===== config.mk =====
export PLATFORM = sky130hd
export DESIGN_NAME = engine_merge_data
export DESIGN_NICKNAME = d
export VERILOG_FILES = /design/src/common/merge_data_pkg.sv /design/src/design/engine_merge_data.sv /design/src/design/merge_fifo.sv /design/src/merge_config/merge_config_capture.sv /design/src/merge_generator/merge_generator.sv
export SDC_FILE = /design/constraint.sdc
export NUM_CORES = 2
export LEC_CHECK = 0
export ABC_CLOCK_PERIOD_IN_PS = 13000
export BUFFER_PORTS_ARGS = -buffer_cell sky130_fd_sc_hd__buf_2
export CAP_MARGIN = 20
export CORE_MARGIN = 2
export CORE_UTILIZATION = 40
export DETAILED_ROUTE_END_ITERATION = 8
export GPL_TIMING_DRIVEN = 0
export HOLD_SLACK_MARGIN = 0.06
export RECOVER_POWER = 100
export SLEW_MARGIN = 20
export SYNTH_ARGS = -nofsm -noshare
export SYNTH_HDL_FRONTEND = slang
export SYNTH_MEMORY_MAX_BITS = 65536
export SYNTH_SLANG_ARGS = --single-unit

===== constraint.sdc =====
create_clock -name ap_clk -period 13 [get_ports ap_clk]
set_input_delay 1.95 -clock ap_clk [delete_from_list [all_inputs] [get_ports ap_clk]]
set_output_delay 1.95 -clock ap_clk [all_outputs]
set_load 0.02 [all_outputs]

===== src/common/merge_data_pkg.sv =====
// Merge engine shared sizes, packet types and configuration word decoding
package merge_data_pkg;

    // ------------------------------------------------
    // Sizes
    // ------------------------------------------------
    localparam int unsigned NUM_LANES   = 4;
    localparam int unsigned DATA_W      = 32;
    localparam int unsigned ADDR_W      = 16;
    localparam int unsigned COUNT_W     = 16;
    localparam int unsigned FIFO_DEPTH  = 16;
    // Headroom for packets already in flight when prog_full rises
    localparam int unsigned PROG_THRESH = 12;
    localparam int unsigned FIFO_PTR_W  = $clog2(FIFO_DEPTH);
    localparam int unsigned FIFO_CNT_W  = $clog2(FIFO_DEPTH + 1);

    // ------------------------------------------------
    // Configuration encodings
    // ------------------------------------------------
    localparam logic [ADDR_W-1:0] CONFIG_ADDR_MODE = 0;
    localparam logic [ADDR_W-1:0] CONFIG_ADDR_BIAS = 1;

    localparam logic OP_ADD = 1'b0;
    localparam logic OP_MAX = 1'b1;

    // ------------------------------------------------
    // Packet and configuration types
    // ------------------------------------------------
    typedef struct packed {
        logic [ADDR_W-1:0] address;
        logic [DATA_W-1:0] data;
    } memory_packet_payload_t;

    typedef struct packed {
        logic                   valid;
        memory_packet_payload_t payload;
    } memory_packet_t;

    // Mode word at address 0, lane mask in the low bits
    typedef struct packed {
        logic [COUNT_W-1:0]                    count;
        logic [DATA_W-COUNT_W-1-NUM_LANES-1:0] reserved;
        logic                                  op;
        logic [NUM_LANES-1:0]                  lane_mask;
    } merge_mode_t;

    // One memory data word, read by address as mode or as bias
    typedef union packed {
        merge_mode_t       mode;
        logic [DATA_W-1:0] bias;
    } config_word_u;

    typedef struct packed {
        logic              valid;
        merge_mode_t       mode;
        logic [DATA_W-1:0] bias;
    } merge_config_t;

    typedef struct packed {
        logic empty;
        logic full;
        logic valid;
        logic prog_full;
    } fifo_status_t;

endpackage


===== src/design/engine_merge_data.sv =====
// Merge engine top, registered ports around lane, memory and output FIFOs
`timescale 1ns/10ps

module engine_merge_data (
    input  logic                                 ap_clk,
    input  logic                                 areset,
    input  merge_data_pkg::memory_packet_t       response_engine_in [merge_data_pkg::NUM_LANES],
    output logic [merge_data_pkg::NUM_LANES-1:0] response_engine_prog_full,
    input  merge_data_pkg::memory_packet_t       response_memory_in,
    output logic                                 response_memory_prog_full,
    output merge_data_pkg::memory_packet_t       request_engine_out,
    input  logic                                 request_ready,
    output logic                                 done_out
);

    logic areset_csr_engine;

    merge_data_pkg::memory_packet_t response_engine_in_reg [merge_data_pkg::NUM_LANES];
    merge_data_pkg::memory_packet_t response_memory_in_reg;

    merge_data_pkg::fifo_status_t           lane_status [merge_data_pkg::NUM_LANES];
    merge_data_pkg::memory_packet_payload_t lane_dout [merge_data_pkg::NUM_LANES];
    logic [merge_data_pkg::NUM_LANES-1:0]   lane_pop;
    logic [merge_data_pkg::NUM_LANES-1:0]   lane_empty;
    logic [merge_data_pkg::NUM_LANES-1:0]   lane_prog_full;

    merge_data_pkg::fifo_status_t           mem_status;
    merge_data_pkg::memory_packet_payload_t mem_dout;
    logic                                   mem_pop;

    merge_data_pkg::fifo_status_t           out_status;
    merge_data_pkg::memory_packet_payload_t out_dout;
    logic                                   out_pop;

    merge_data_pkg::merge_config_t          merge_config;
    merge_data_pkg::memory_packet_payload_t merged_data;
    logic                                   merged_push;
    logic                                   config_release;
    logic                                   emitted_all;
    logic                                   all_empty;

    always_ff @(posedge ap_clk) begin
        areset_csr_engine <= areset;
    end

    // ------------------------------------------------
    // Input registers
    // ------------------------------------------------
    always_ff @(posedge ap_clk) begin
        if (areset_csr_engine) begin
            for (int i = 0; i < merge_data_pkg::NUM_LANES; i++) begin
                response_engine_in_reg[i].valid <= 1'b0;
            end
            response_memory_in_reg.valid <= 1'b0;
        end else begin
            for (int i = 0; i < merge_data_pkg::NUM_LANES; i++) begin
                response_engine_in_reg[i].valid <= response_engine_in[i].valid;
            end
            response_memory_in_reg.valid <= response_memory_in.valid;
        end
    end

    always_ff @(posedge ap_clk) begin
        for (int i = 0; i < merge_data_pkg::NUM_LANES; i++) begin
            response_engine_in_reg[i].payload <= response_engine_in[i].payload;
        end
        response_memory_in_reg.payload <= response_memory_in.payload;
    end

    // ------------------------------------------------
    // FIFOs
    // ------------------------------------------------
    for (genvar i = 0; i < merge_data_pkg::NUM_LANES; i++) begin : g_lane_fifo
        merge_fifo u_lane_fifo (
            .ap_clk            (ap_clk),
            .areset_csr_engine (areset_csr_engine),
            .push              (response_engine_in_reg[i].valid),
            .din               (response_engine_in_reg[i].payload),
            .pop               (lane_pop[i]),
            .dout              (lane_dout[i]),
            .status            (lane_status[i])
        );
        assign lane_empty[i]     = lane_status[i].empty;
        assign lane_prog_full[i] = lane_status[i].prog_full;
    end

    merge_fifo u_memory_fifo (
        .ap_clk            (ap_clk),
        .areset_csr_engine (areset_csr_engine),
        .push              (response_memory_in_reg.valid),
        .din               (response_memory_in_reg.payload),
        .pop               (mem_pop),
        .dout              (mem_dout),
        .status            (mem_status)
    );

    // Consumer stalls by dropping request_ready
    assign out_pop = request_ready & ~out_status.empty;

    merge_fifo u_output_fifo (
        .ap_clk            (ap_clk),
        .areset_csr_engine (areset_csr_engine),
        .push              (merged_push),
        .din               (merged_data),
        .pop               (out_pop),
        .dout              (out_dout),
        .status            (out_status)
    );

    merge_config_capture u_merge_config_capture (
        .ap_clk            (ap_clk),
        .areset_csr_engine (areset_csr_engine),
        .mem_status        (mem_status),
        .mem_data          (mem_dout),
        .mem_pop           (mem_pop),
        .config_release    (config_release),
        .merge_config      (merge_config)
    );

    merge_generator u_merge_generator (
        .ap_clk            (ap_clk),
        .areset_csr_engine (areset_csr_engine),
        .merge_config      (merge_config),
        .lane_status       (lane_status),
        .lane_data         (lane_dout),
        .lane_pop          (lane_pop),
        .out_prog_full     (out_status.prog_full),
        .merged_push       (merged_push),
        .merged_data       (merged_data),
        .emitted_all       (emitted_all),
        .config_release    (config_release)
    );

    // ------------------------------------------------
    // Output registers and done
    // ------------------------------------------------
    assign all_empty = (&lane_empty) & mem_status.empty & out_status.empty;

    always_ff @(posedge ap_clk) begin
        if (areset_csr_engine) begin
            request_engine_out.valid  <= 1'b0;
            response_engine_prog_full <= '0;
            response_memory_prog_full <= 1'b0;
            done_out                  <= 1'b0;
        end else begin
            request_engine_out.valid  <= out_status.valid;
            response_engine_prog_full <= lane_prog_full;
            response_memory_prog_full <= mem_status.prog_full;
            // Wait for the last read beat to clear before done
            done_out                  <= emitted_all & all_empty & ~out_status.valid;
        end
    end

    always_ff @(posedge ap_clk) begin
        request_engine_out.payload <= out_dout;
    end

endmodule


===== src/design/merge_fifo.sv =====
// Synchronous packet payload FIFO with registered read data and fill status flags
`timescale 1ns/10ps

module merge_fifo (
    input  logic                                   ap_clk,
    input  logic                                   areset_csr_engine,
    input  logic                                   push,
    input  merge_data_pkg::memory_packet_payload_t din,
    input  logic                                   pop,
    output merge_data_pkg::memory_packet_payload_t dout,
    output merge_data_pkg::fifo_status_t           status
);

    merge_data_pkg::memory_packet_payload_t mem [merge_data_pkg::FIFO_DEPTH];

    logic [merge_data_pkg::FIFO_PTR_W-1:0] wr_ptr;
    logic [merge_data_pkg::FIFO_PTR_W-1:0] rd_ptr;
    logic [merge_data_pkg::FIFO_CNT_W-1:0] occupancy;
    logic                                  rd_valid;
    logic                                  push_ok;
    logic                                  pop_ok;

    // Full drops the push, empty ignores the pop
    assign push_ok = push & ~status.full;
    assign pop_ok  = pop & ~status.empty;

    // ------------------------------------------------
    // Pointers and occupancy
    // ------------------------------------------------
    always_ff @(posedge ap_clk) begin
        if (areset_csr_engine) begin
            wr_ptr    <= '0;
            rd_ptr    <= '0;
            occupancy <= '0;
            rd_valid  <= 1'b0;
        end else begin
            rd_valid <= pop_ok;
            if (push_ok) begin
                wr_ptr <= wr_ptr + 1'b1;
            end
            if (pop_ok) begin
                rd_ptr <= rd_ptr + 1'b1;
            end
            case ({push_ok, pop_ok})
                2'b10:   occupancy <= occupancy + 1'b1;
                2'b01:   occupancy <= occupancy - 1'b1;
                default: occupancy <= occupancy;
            endcase
        end
    end

    // ------------------------------------------------
    // Storage and read register
    // ------------------------------------------------
    always_ff @(posedge ap_clk) begin
        if (push_ok) begin
            mem[wr_ptr] <= din;
        end
        if (pop_ok) begin
            dout <= mem[rd_ptr];
        end
    end

    // Flags follow the registered occupancy
    assign status.empty     = (occupancy == '0);
    assign status.full      = (occupancy == merge_data_pkg::FIFO_DEPTH);
    assign status.prog_full = (occupancy >= merge_data_pkg::PROG_THRESH);
    assign status.valid     = rd_valid;

endmodule


===== src/merge_config/merge_config_capture.sv =====
// Merge configuration capture, decodes mode and bias words from the memory response FIFO
`timescale 1ns/10ps

module merge_config_capture (
    input  logic                                   ap_clk,
    input  logic                                   areset_csr_engine,
    input  merge_data_pkg::fifo_status_t           mem_status,
    input  merge_data_pkg::memory_packet_payload_t mem_data,
    output logic                                   mem_pop,
    input  logic                                   config_release,
    output merge_data_pkg::merge_config_t          merge_config
);

    merge_data_pkg::config_word_u mem_word;
    merge_data_pkg::merge_mode_t  mode_reg;
    logic [merge_data_pkg::DATA_W-1:0] bias_reg;

    logic mode_held;
    logic bias_held;
    logic mode_hit;
    logic bias_hit;

    // Drain memory words as soon as they land
    assign mem_pop = ~mem_status.empty;

    assign mem_word = mem_data.data;
    assign mode_hit = mem_status.valid & (mem_data.address == merge_data_pkg::CONFIG_ADDR_MODE);
    assign bias_hit = mem_status.valid & (mem_data.address == merge_data_pkg::CONFIG_ADDR_BIAS);

    // ------------------------------------------------
    // Run state
    // ------------------------------------------------
    always_ff @(posedge ap_clk) begin
        if (areset_csr_engine) begin
            mode_held <= 1'b0;
            bias_held <= 1'b0;
        end else begin
            if (config_release) begin
                mode_held <= 1'b0;
                bias_held <= 1'b0;
            end
            // A mode word opens a new run and forgets the old bias
            if (mode_hit) begin
                mode_held <= 1'b1;
                bias_held <= 1'b0;
            end else if (bias_hit) begin
                bias_held <= 1'b1;
            end
        end
    end

    always_ff @(posedge ap_clk) begin
        if (mode_hit) begin
            mode_reg <= mem_word.mode;
        end
        if (bias_hit) begin
            bias_reg <= mem_word.bias;
        end
    end

    assign merge_config.valid = mode_held & bias_held;
    assign merge_config.mode  = mode_reg;
    assign merge_config.bias  = bias_reg;

endmodule


===== src/merge_generator/merge_generator.sv =====
// Merge generator, pops enabled lanes as a group and combines their words with the bias
`timescale 1ns/10ps

module merge_generator (
    input  logic                                   ap_clk,
    input  logic                                   areset_csr_engine,
    input  merge_data_pkg::merge_config_t          merge_config,
    input  merge_data_pkg::fifo_status_t           lane_status [merge_data_pkg::NUM_LANES],
    input  merge_data_pkg::memory_packet_payload_t lane_data [merge_data_pkg::NUM_LANES],
    output logic [merge_data_pkg::NUM_LANES-1:0]   lane_pop,
    input  logic                                   out_prog_full,
    output logic                                   merged_push,
    output merge_data_pkg::memory_packet_payload_t merged_data,
    output logic                                   emitted_all,
    output logic                                   config_release
);

    logic [merge_data_pkg::NUM_LANES-1:0] lane_ready;
    logic [merge_data_pkg::COUNT_W-1:0]   issued_cnt;
    logic [merge_data_pkg::COUNT_W-1:0]   pushed_cnt;
    logic [merge_data_pkg::DATA_W-1:0]    combined;
    logic [merge_data_pkg::DATA_W-1:0]    result_data;

    logic run_active;
    logic run_start;
    logic group_issue;
    logic group_valid_d1;
    logic result_valid;
    logic last_push;

    // ------------------------------------------------
    // Group issue
    // ------------------------------------------------
    // Disabled lanes never hold back a group
    always_comb begin
        for (int i = 0; i < merge_data_pkg::NUM_LANES; i++) begin
            lane_ready[i] = ~lane_status[i].empty | ~merge_config.mode.lane_mask[i];
        end
    end

    // Release pulse still high means the old config is on its way out
    assign run_start = merge_config.valid & ~run_active & ~config_release;

    assign group_issue = run_active & (&lane_ready) & ~out_prog_full
                       & (issued_cnt != merge_config.mode.count);

    assign lane_pop = {merge_data_pkg::NUM_LANES{group_issue}} & merge_config.mode.lane_mask;

    assign last_push = result_valid & (pushed_cnt == merge_config.mode.count - 1'b1);

    // ------------------------------------------------
    // Run control and counters
    // ------------------------------------------------
    always_ff @(posedge ap_clk) begin
        if (areset_csr_engine) begin
            run_active     <= 1'b0;
            issued_cnt     <= '0;
            pushed_cnt     <= '0;
            emitted_all    <= 1'b0;
            config_release <= 1'b0;
            group_valid_d1 <= 1'b0;
            result_valid   <= 1'b0;
        end else begin
            config_release <= 1'b0;
            group_valid_d1 <= group_issue;
            result_valid   <= group_valid_d1;
            if (run_start) begin
                // Zero count finishes on the spot
                run_active     <= (merge_config.mode.count != '0);
                emitted_all    <= (merge_config.mode.count == '0);
                config_release <= (merge_config.mode.count == '0);
                issued_cnt     <= '0;
                pushed_cnt     <= '0;
            end else begin
                if (group_issue) begin
                    issued_cnt <= issued_cnt + 1'b1;
                end
                if (result_valid) begin
                    pushed_cnt <= pushed_cnt + 1'b1;
                end
                if (last_push) begin
                    run_active     <= 1'b0;
                    emitted_all    <= 1'b1;
                    config_release <= 1'b1;
                end
            end
        end
    end

    // ------------------------------------------------
    // Combine stage
    // ------------------------------------------------
    // Lane data is valid the cycle after the group pop
    always_comb begin
        combined = merge_config.bias;
        for (int i = 0; i < merge_data_pkg::NUM_LANES; i++) begin
            if (merge_config.mode.lane_mask[i]) begin
                case (merge_config.mode.op)
                    merge_data_pkg::OP_ADD: begin
                        combined = combined + lane_data[i].data;
                    end
                    merge_data_pkg::OP_MAX: begin
                        if (lane_data[i].data > combined) begin
                            combined = lane_data[i].data;
                        end
                    end
                endcase
            end
        end
    end

    always_ff @(posedge ap_clk) begin
        if (group_valid_d1) begin
            result_data <= combined;
        end
    end

    // Address is the sequence number of the merged packet
    assign merged_push         = result_valid;
    assign merged_data.address = pushed_cnt;
    assign merged_data.data    = result_data;

endmodule

### Yosys cells after proc, flatten, opt, wreduce, memory -nomap -nowiden

Memory sizes are Yosys's and may differ from the RTL's. A register that Yosys moved wholly into a read port is not among the register bits.
Cells that the tools add are included.

| word-level totals | value |
|---|---|
| logic and storage cells | 237 |
| output and inout port bits | 55 |
| memories kept | 7 |
| register bits after elaboration | 309 |
| input port bits | 248 |
| RAM bits | 4804 |

| cells by class | value |
|---|---|
| $add $sub $neg | 31 |
| muxes and demuxes | 46 |
| equal/unequal tests | 21 |
| reduce and logical (&&, ||, !) cells | 23 |
| $lt $le $gt $ge | 10 |
| bitwise operators | 55 |

Memory list:

| name | depth | bits a word | rd ports | clocked after Yosys merged registers in | wr ports | line | text |
|---|---|---|---|---|---|---|---|
| g_lane_fifo[0].u_lane_fifo.mem | 16 | 48 | 1 | 1 | 1 | merge_fifo.sv:14 | `merge_data_pkg::memory_packet_payload_t mem [merge_data_pkg::FIFO_DEPTH];` |
| g_lane_fifo[1].u_lane_fifo.mem | 16 | 48 | 1 | 1 | 1 | merge_fifo.sv:14 |  |
| g_lane_fifo[2].u_lane_fifo.mem | 16 | 48 | 1 | 1 | 1 | merge_fifo.sv:14 |  |
| g_lane_fifo[3].u_lane_fifo.mem | 16 | 48 | 1 | 1 | 1 | merge_fifo.sv:14 |  |
| u_memory_fifo.mem | 16 | 48 | 1 | 1 | 1 | merge_fifo.sv:14 |  |
| u_output_fifo.mem | 16 | 48 | 1 | 1 | 1 | merge_fifo.sv:14 |  |
| +1 memories | n/a | n/a | n/a | n/a | n/a | n/a |  |

Operators with widths:

| kind | number |
|---|---|
| 2-to-1 mux 32 bit | 8 |
| case mux 32 bit (2 select lines) | 4 |
| adder 32 bit | 4 |
| greater-than comparator 32 bit | 4 |
| case mux 5 bit (2 select lines) | 6 |
| adder 4 x 1 -> 4 bit (second input constant) | 12 |
| adder 16 x 1 -> 16 bit (second input constant) | 2 |
| logical NOT 16 bit | 2 |
| adder 5 x 1 -> 5 bit (second input constant) | 6 |
| == test 5 bit (second input constant) | 6 |
| >= comparator 5 x 4 -> 1 bit (second input constant) | 6 |
| logical NOT 5 bit | 6 |
| subtractor 5 x 1 -> 5 bit (second input constant) | 6 |
| 2-to-1 mux 1 bit | 28 |
| bitwise AND 1 bit | 25 |
| NOT 1 bit | 21 |
| nonzero test 2 bit | 9 |
| == test 16 x 1 -> 1 bit (second input constant) | 1 |
| == test 16 bit | 1 |
| != test 16 bit | 1 |
| nonzero test 16 bit | 1 |
| subtractor 16 x 1 -> 16 bit (second input constant) | 1 |
| == test 2 x 1 -> 1 bit (second input constant) | 6 |
| == test 2 bit (second input constant) | 6 |
| 5 further kinds | 14 |

### Longest topological paths before layout

| logic depth | value |
|---|---|
| depth in word-level cells | 16 |
| mapped depth | 53 |

### Hierarchy

Synthesis repeated with hierarchy kept, for this count alone.

| unflattened totals | value |
|---|---|
| cells, all modules | 10638 |
| area total of the unflattened synthesis | 210525.7 um2 |

Modules (own cells, without submodules):

| module | cells an instance | area each (um2) | instances |
|---|---|---|---|
| merge_fifo (g_lane_fifo[2].u_lane_fifo ...) | 1337 | 31022.3 | 4 |
| merge_fifo (g_lane_fifo[1].u_lane_fifo) | 1337 | 31023.5 | 1 |
| merge_fifo (g_lane_fifo[0].u_lane_fifo) | 1337 | 31019.8 | 1 |
| merge_generator | 2217 | 16153.0 | 1 |
| engine_merge_data | 318 | 6137.1 | 1 |
| merge_config_capture | 81 | 2103.3 | 1 |

### Worst setup path after synthesis

No wires, ideal clock.

| timing | value |
|---|---|
| path type | flip-flop to flip-flop |
| start point | register, netlist name g_lane_fifo[0].u_lane_fifo.dout[11] |
| end point | register u_merge_generator.result_data[5] (netlist bit), data pin |
| data arrival time | 10.304 ns |
| setup slack | 2.426 ns |
| required time | 12.730 ns |
| cell stages (with the launch flop) | 47 |
| buffers on the path | 6 |
| path through | edfxtp_1 ha_1 clkbuf_1 or4_1 o221a_2 a2111oi_2 nor4_1 nor2_1 a41oi_1 xnor2_1 o21ai_0 ha_1 or4b_2 nor2_1 and4_1 o311ai_1 a31o_2 or3_1 [... 11 more ...] nor4_1 nand3b_1 o21a_1 o211ai_1 a22o_1 ha_1 clkbuf_1 or4_1 nor4_1 nand3_1 nor4_1 a41oi_1 buf_2 and3_1 clkbuf_1 clkbuf_1 a221oi_1 o21ai_0 |

| on the way | value |
|---|---|
| word-level cells in the longest chain between the ends | 16 |

RTL lines:

| item | line | text |
|---|---|---|
| greater-than comparator 32 bit | merge_generator.sv:103 | `if (lane_data[i].data > combined) begin` |
| 2-to-1 mux 32 bit | merge_generator.sv:103 |  |
| case mux 32 bit (2 select lines) * | merge_generator.sv:98 | `case (merge_config.mode.op)` |
| 2-to-1 mux 32 bit * | merge_generator.sv:97 | `if (merge_config.mode.lane_mask[i]) begin` |
| greater-than comparator 32 bit | merge_generator.sv:103 |  |
| 2-to-1 mux 32 bit | merge_generator.sv:103 |  |
| case mux 32 bit (2 select lines) | merge_generator.sv:98 |  |
| 2-to-1 mux 32 bit * | merge_generator.sv:97 |  |
| greater-than comparator 32 bit | merge_generator.sv:103 |  |
| 2-to-1 mux 32 bit | merge_generator.sv:103 |  |
| case mux 32 bit (2 select lines) | merge_generator.sv:98 |  |
| 2-to-1 mux 32 bit * | merge_generator.sv:97 |  |
| greater-than comparator 32 bit | merge_generator.sv:103 |  |
| 2-to-1 mux 32 bit | merge_generator.sv:103 |  |
| case mux 32 bit (2 select lines) | merge_generator.sv:98 |  |
| 2-to-1 mux 32 bit * | merge_generator.sv:97 |  |
| named net u_merge_generator.combined, one bit | merge_generator.sv:21 | `logic [merge_data_pkg::DATA_W-1:0] combined;` |
| end signal, assigned | merge_generator.sv:114 | `result_data <= combined;` |
| end, declared | merge_generator.sv:22 | `logic [merge_data_pkg::DATA_W-1:0] result_data;` |

Mark *: on every way through the listed nets, which the timed path passes. The rest lies on a longest branch.
A chain may end at the register's enable or synchronous reset.

### Worst setup path after layout

| timing | value |
|---|---|
| start point | register, netlist name g_lane_fifo[0].u_lane_fifo.dout[10] |
| end point | register u_merge_generator.result_data[16] (netlist bit), data pin |

| on the way | value |
|---|---|
| word-level cells in the longest chain between the ends | 16 |

RTL lines:

| item | line |
|---|---|
| greater-than comparator 32 bit | merge_generator.sv:103 |
| 2-to-1 mux 32 bit | merge_generator.sv:103 |
| case mux 32 bit (2 select lines) * | merge_generator.sv:98 |
| 2-to-1 mux 32 bit * | merge_generator.sv:97 |
| greater-than comparator 32 bit | merge_generator.sv:103 |
| 2-to-1 mux 32 bit | merge_generator.sv:103 |
| case mux 32 bit (2 select lines) | merge_generator.sv:98 |
| 2-to-1 mux 32 bit * | merge_generator.sv:97 |
| greater-than comparator 32 bit | merge_generator.sv:103 |
| 2-to-1 mux 32 bit | merge_generator.sv:103 |
| case mux 32 bit (2 select lines) | merge_generator.sv:98 |
| 2-to-1 mux 32 bit * | merge_generator.sv:97 |
| greater-than comparator 32 bit | merge_generator.sv:103 |
| 2-to-1 mux 32 bit | merge_generator.sv:103 |
| case mux 32 bit (2 select lines) | merge_generator.sv:98 |
| 2-to-1 mux 32 bit * | merge_generator.sv:97 |
| named net u_merge_generator.combined, one bit | merge_generator.sv:21 |

Marks and branches as above.

==> results.tsv <==
stage	metric	value	unit
logic_synthesis	post-synthesis cell area	169000	um^2
logic_synthesis	Synth area leaders	edfxtp_1 (69%), mux4_2 (9.8%), dfxtp_1 (4.2%)	
worst_setup_path	worst-case reg-to-reg path depth	42	
logic_synthesis	most common flop cell mapped by yosys	edfxtp_1	
grt	pin count of the biggest net entering global routing	44	
logic_synthesis	Yosys cell types	98	
grt	global-route wire length before repair	647400	um
worst_setup_path	CP top delay family	compound AO/OA/AOI/OAI gates	
power	sw frac	21.70	%
clocking	clock sinks	4249	
clocking	CTS Buffer Depth	4	
place	count of input and output buffers	238	
status	status	finished, violations left	
clocking	clock slew at reported path FFs	0.06	ns
sta	fin crit share	98.28	%
clocking	CTS tree	done	
logic_synthesis	Yosys warnings	0	
sta	Setup Skew	0.08875	ns
grt	grt met3 use	2.992	%
grt	All-Layer GR Usage	20.84	%
logic_synthesis	cells after synthesis	9274	
sta	Worst Tran Pin Value	3.164	ns
grt	total grt overflow	0	
route	Initial DRC Count	9625	
worst_setup_path	max incr delay on CP	0.82	ns
place	Post-Place Setup Slack	-3.210	ns
power	internal cell power	22.72	mW
worst_setup_path	CP Launch Type	register	
worst_setup_path	Worst Path Arrival	13.40	ns
finish	Final nets	10850	
sta	Max Slew Vio Count	1352	
worst_setup_path	CP endpoint kind	register	
die	Ports	303	
route	DR WL/cell	27.95	um
die	Die Footprint	427800	um^2
logic_synthesis	register area share after synthesis	73.38	%
clocking	total CTS buffers	426	
sta	WHS	0.3395	ns
sta	post-route minimum period	12.78	ns
route	post-route ant nets	0	
place	area post-placement	182800	um^2
sta	Fin. Hold Viols	0	
grt	met2 Track Usage GR	34.45	%
place	routability congestion estimate	0.9415	
worst_hold_path	Worst Hold Depth	0	
worst_hold_path	Hold WC Path Type	register to register	
logic_synthesis	Syn Nets	9844	
die	chip width	654.1	um
run	MaxCap Viol Count	82	
logic_synthesis	Avg Synthesized Cell Area	18.23	um^2
power	maximum VDD drop	0.1174	mV
worst_hold_path	hold_sp	u_output_fifo.dout[33]$_DFFE_PP_	
sta	Max-Slew Margin vs Limit	-110.9	%
grt	GR Layer Usage met1	28.87	%
clocking	H-tree depth	5	
route	total number of vias	91120	
power	Combinational Power Share	5.3	%
logic_synthesis	Synth top area share	69.16	%
worst_setup_path	crit path buf inv count	3	
place	post-DP HPWL	317600	um
worst_setup_path	FF-to-FF setup slack	0.22	ns
finish	Largest register FFs	2048	
route	Total Wirelength	456400	um
finish	share of cells above drive strength 1	17.58	%
worst_setup_path	critical path type	register to register	
logic_synthesis	Post-synth EDFFs	3893	
die	Starting Density	40.20	%
power	Net Sw Power	6.299	mW
finish	Design Area, Final	193800	um^2
status	failing checks	capacitance limit, slew limit	
finish	Area Growth Syn to Fin	14.64	%
worst_setup_path	CP required	13.62	ns
finish	fillers	35890	
finish	register with the most flip-flops	g_lane_fifo.u_lane_fifo.mem	
grt	grt peak-use layer	met2	
sta	Final setup viols	0	
route	number of remaining DRC errors	0	
die	Chip Height	654.1	um
logic_synthesis	number of synthesized register bits	4249	
route	DRT Pass-1 Iters	6	
clocking	root buffer cell	clkbuf_16	
power	Flop pwr share	52.9	%
clocking	Worst-Skew Late Latency	1.01	ns
sta	fmax	0.07827	GHz
power	Leak	60.93	nW
route	Via density	5.581	
grt	vias in the first global route	91120	
finish	largest registers	g_lane_fifo.u_lane_fifo.mem: 2048 flops, u_memory_fifo.mem: 768 flops, u_output_fifo.mem: 768 flops	
power	Power Dens Cells	149.8	nW/um^2
logic_synthesis	cell accounting for the most synthesized area	edfxtp_1	
die	core area	420500	um^2
worst_setup_path	Critical R2R Launch	g_lane_fifo[0].u_lane_fifo.dout[10]$_DFFE_PP_	
worst_setup_path	CP Max Fanout	10	
worst_setup_path	CP most frequent cell	ha_1	
worst_setup_path	slowest cell on the critical path	o211ai_1	
grt	antenna violations before repair	43	
sta	final setup margin	0.2230	ns
die	row cnt	238	
worst_setup_path	reg2reg end	u_merge_generator.result_data[16]$_DFFE_PP_	
worst_hold_path	Hold EP	request_engine_out[33]$_DFF_P_	
power	Clk pwr share	41.7	%
logic_synthesis	async set-reset flop share out of synthesis	0	%
-- area by class of cell --
class	instances	area [um^2]	area share, %
diodes	28	70.07	0.03616
plain buffers	437	1775	0.9162
clock buffers	556	11430	5.898
clock inverters	249	2507	1.294
inverters	249	937.1	0.4836
multi-input cells	4314	43270	22.33
flip-flops and latches	4249	124000	64.00
well taps	5640	7057	3.642
repair buffers	606	2713	1.400
-- worst register-to-register path: cells and delay by family (launching register included) --
family / cells / cell delay (ns)
xor gates and xnor gates: 1 / 0.25
and+or+nand+nor: 17 / 4.33
buffers and inverters: 3 / 0.57
AOI/OAI and AO/OA: 17 / 5.08
DFF: 1 / 0.49
adders and majority gates: 4 / 1.69
-- kinds of logic after synthesis --
group           share of synthesized area, %
flops                                  73.38
compound gates                         5.416
mux                                    12.99
simple gates                           3.025
buf+inv                                1.596
fa+ha+maj                              2.428
xor+xnor                               1.171
-- routing by layer --
metal | vias to the layer above | wire length [um]
met2 | 3339 | 219300
met5 | - | 65
li1 | 39300 | -
met1 | 47800 | 193700
met3 | 671 | 29660
met4 | 10 | 13740
-- worst max path at each step --
stage,depth (start not counted),end,start
after floorplan,46,u_merge_generator.result_data[5]$_DFFE_PP_,g_lane_fifo[0].u_lane_fifo.dout[11]$_DFFE_PP_
after global placement,44,u_merge_generator.result_data[22]$_DFFE_PP_,g_lane_fifo[0].u_lane_fifo.dout[0]$_DFFE_PP_
after detailed placement,42,u_merge_generator.result_data[14]$_DFFE_PP_,g_lane_fifo[0].u_lane_fifo.dout[25]$_DFFE_PP_
after CTS,46,u_merge_generator.result_data[30]$_DFFE_PP_,g_lane_fifo[0].u_lane_fifo.dout[10]$_DFFE_PP_
after global routing,46,u_merge_generator.result_data[26]$_DFFE_PP_,u_merge_config_capture.bias_reg[11]$_DFFE_PP_
final,42,u_merge_generator.result_data[16]$_DFFE_PP_,g_lane_fifo[0].u_lane_fifo.dout[10]$_DFFE_PP_
-- through the flow --
step | instances | TNS (ns) | total power [mW] | utilization (%)
6_report | 16330 | 0 | 29.02 | 46.09
3_5_place_dp | 15460 | -84.35 | 17.26 | 43.47
3_3_place_gp | 15150 | -103.66 | 17.19 | 42.16
5_1_grt | 16320 | -0.2398 | 29.88 | 46.08
2_1_floorplan | 9274 | 0 | 16.52 | -
4_1_cts | 16280 | 0 | 29.30 | 46.94
-- power groups by stage --
stage	logic, mW	clock network (mW)	registers [mW]
2_1_floorplan	1.01	0	15.5
3_3_place_gp	1.55	0	15.6
3_5_place_dp	1.61	0	15.6
4_1_cts	1.62	12.3	15.4
5_1_grt	1.65	12.9	15.4
6_report	1.55	12.1	15.4
-- timing repair --
| action | CTS | global route |
|---|---|---|
| pin swaps | 17 | 30 |
| buffers inserted | 23 | 37 |
| hold buffers | 0 | 0 |
| resized for setup | 124 | 110 |
| endpoints found under the setup margin | 32 | 32 |
-- cell usage after synthesis, drive strengths merged (21+ instances only) --
library cell  count
nand2           385
nor2b            50
nor3             69
a22oi           174
a21oi           350
o221ai           21
clkbuf          357
nor4             42
o21ai           366
nand2b           39
dfxtp           356
ha              312
buf             105
a21o             45
xnor2           111
a221oi          151
mux2             98
edfxtp         3893
nand4            33
inv             247
mux4            736
nand3            49
mux2i           427
xor2            115
nor2            349
o22ai            33
-- cell usage in the layout, fill, tap and decap left out, drive strengths merged, types with 39 or more instances in the layout --
| cell | n |
|---|---|
| a21oi | 350 |
| nor4 | 42 |
| edfxtp | 3893 |
| ha | 312 |
| a221oi | 151 |
| nor2b | 50 |
| xor2 | 115 |
| nor2 | 349 |
| dfxtp | 356 |
| mux4 | 736 |
| nand3 | 49 |
| nand2b | 39 |
| mux2 | 98 |
| clkinv | 191 |
| clkbuf | 1374 |
| nand2 | 385 |
| a21o | 45 |
| mux2i | 427 |
| nor3 | 69 |
| xnor2 | 111 |
| o21ai | 366 |
| buf | 225 |
| inv | 259 |
| a22oi | 174 |
No activity file was read; power rests on OpenSTA's default activity.
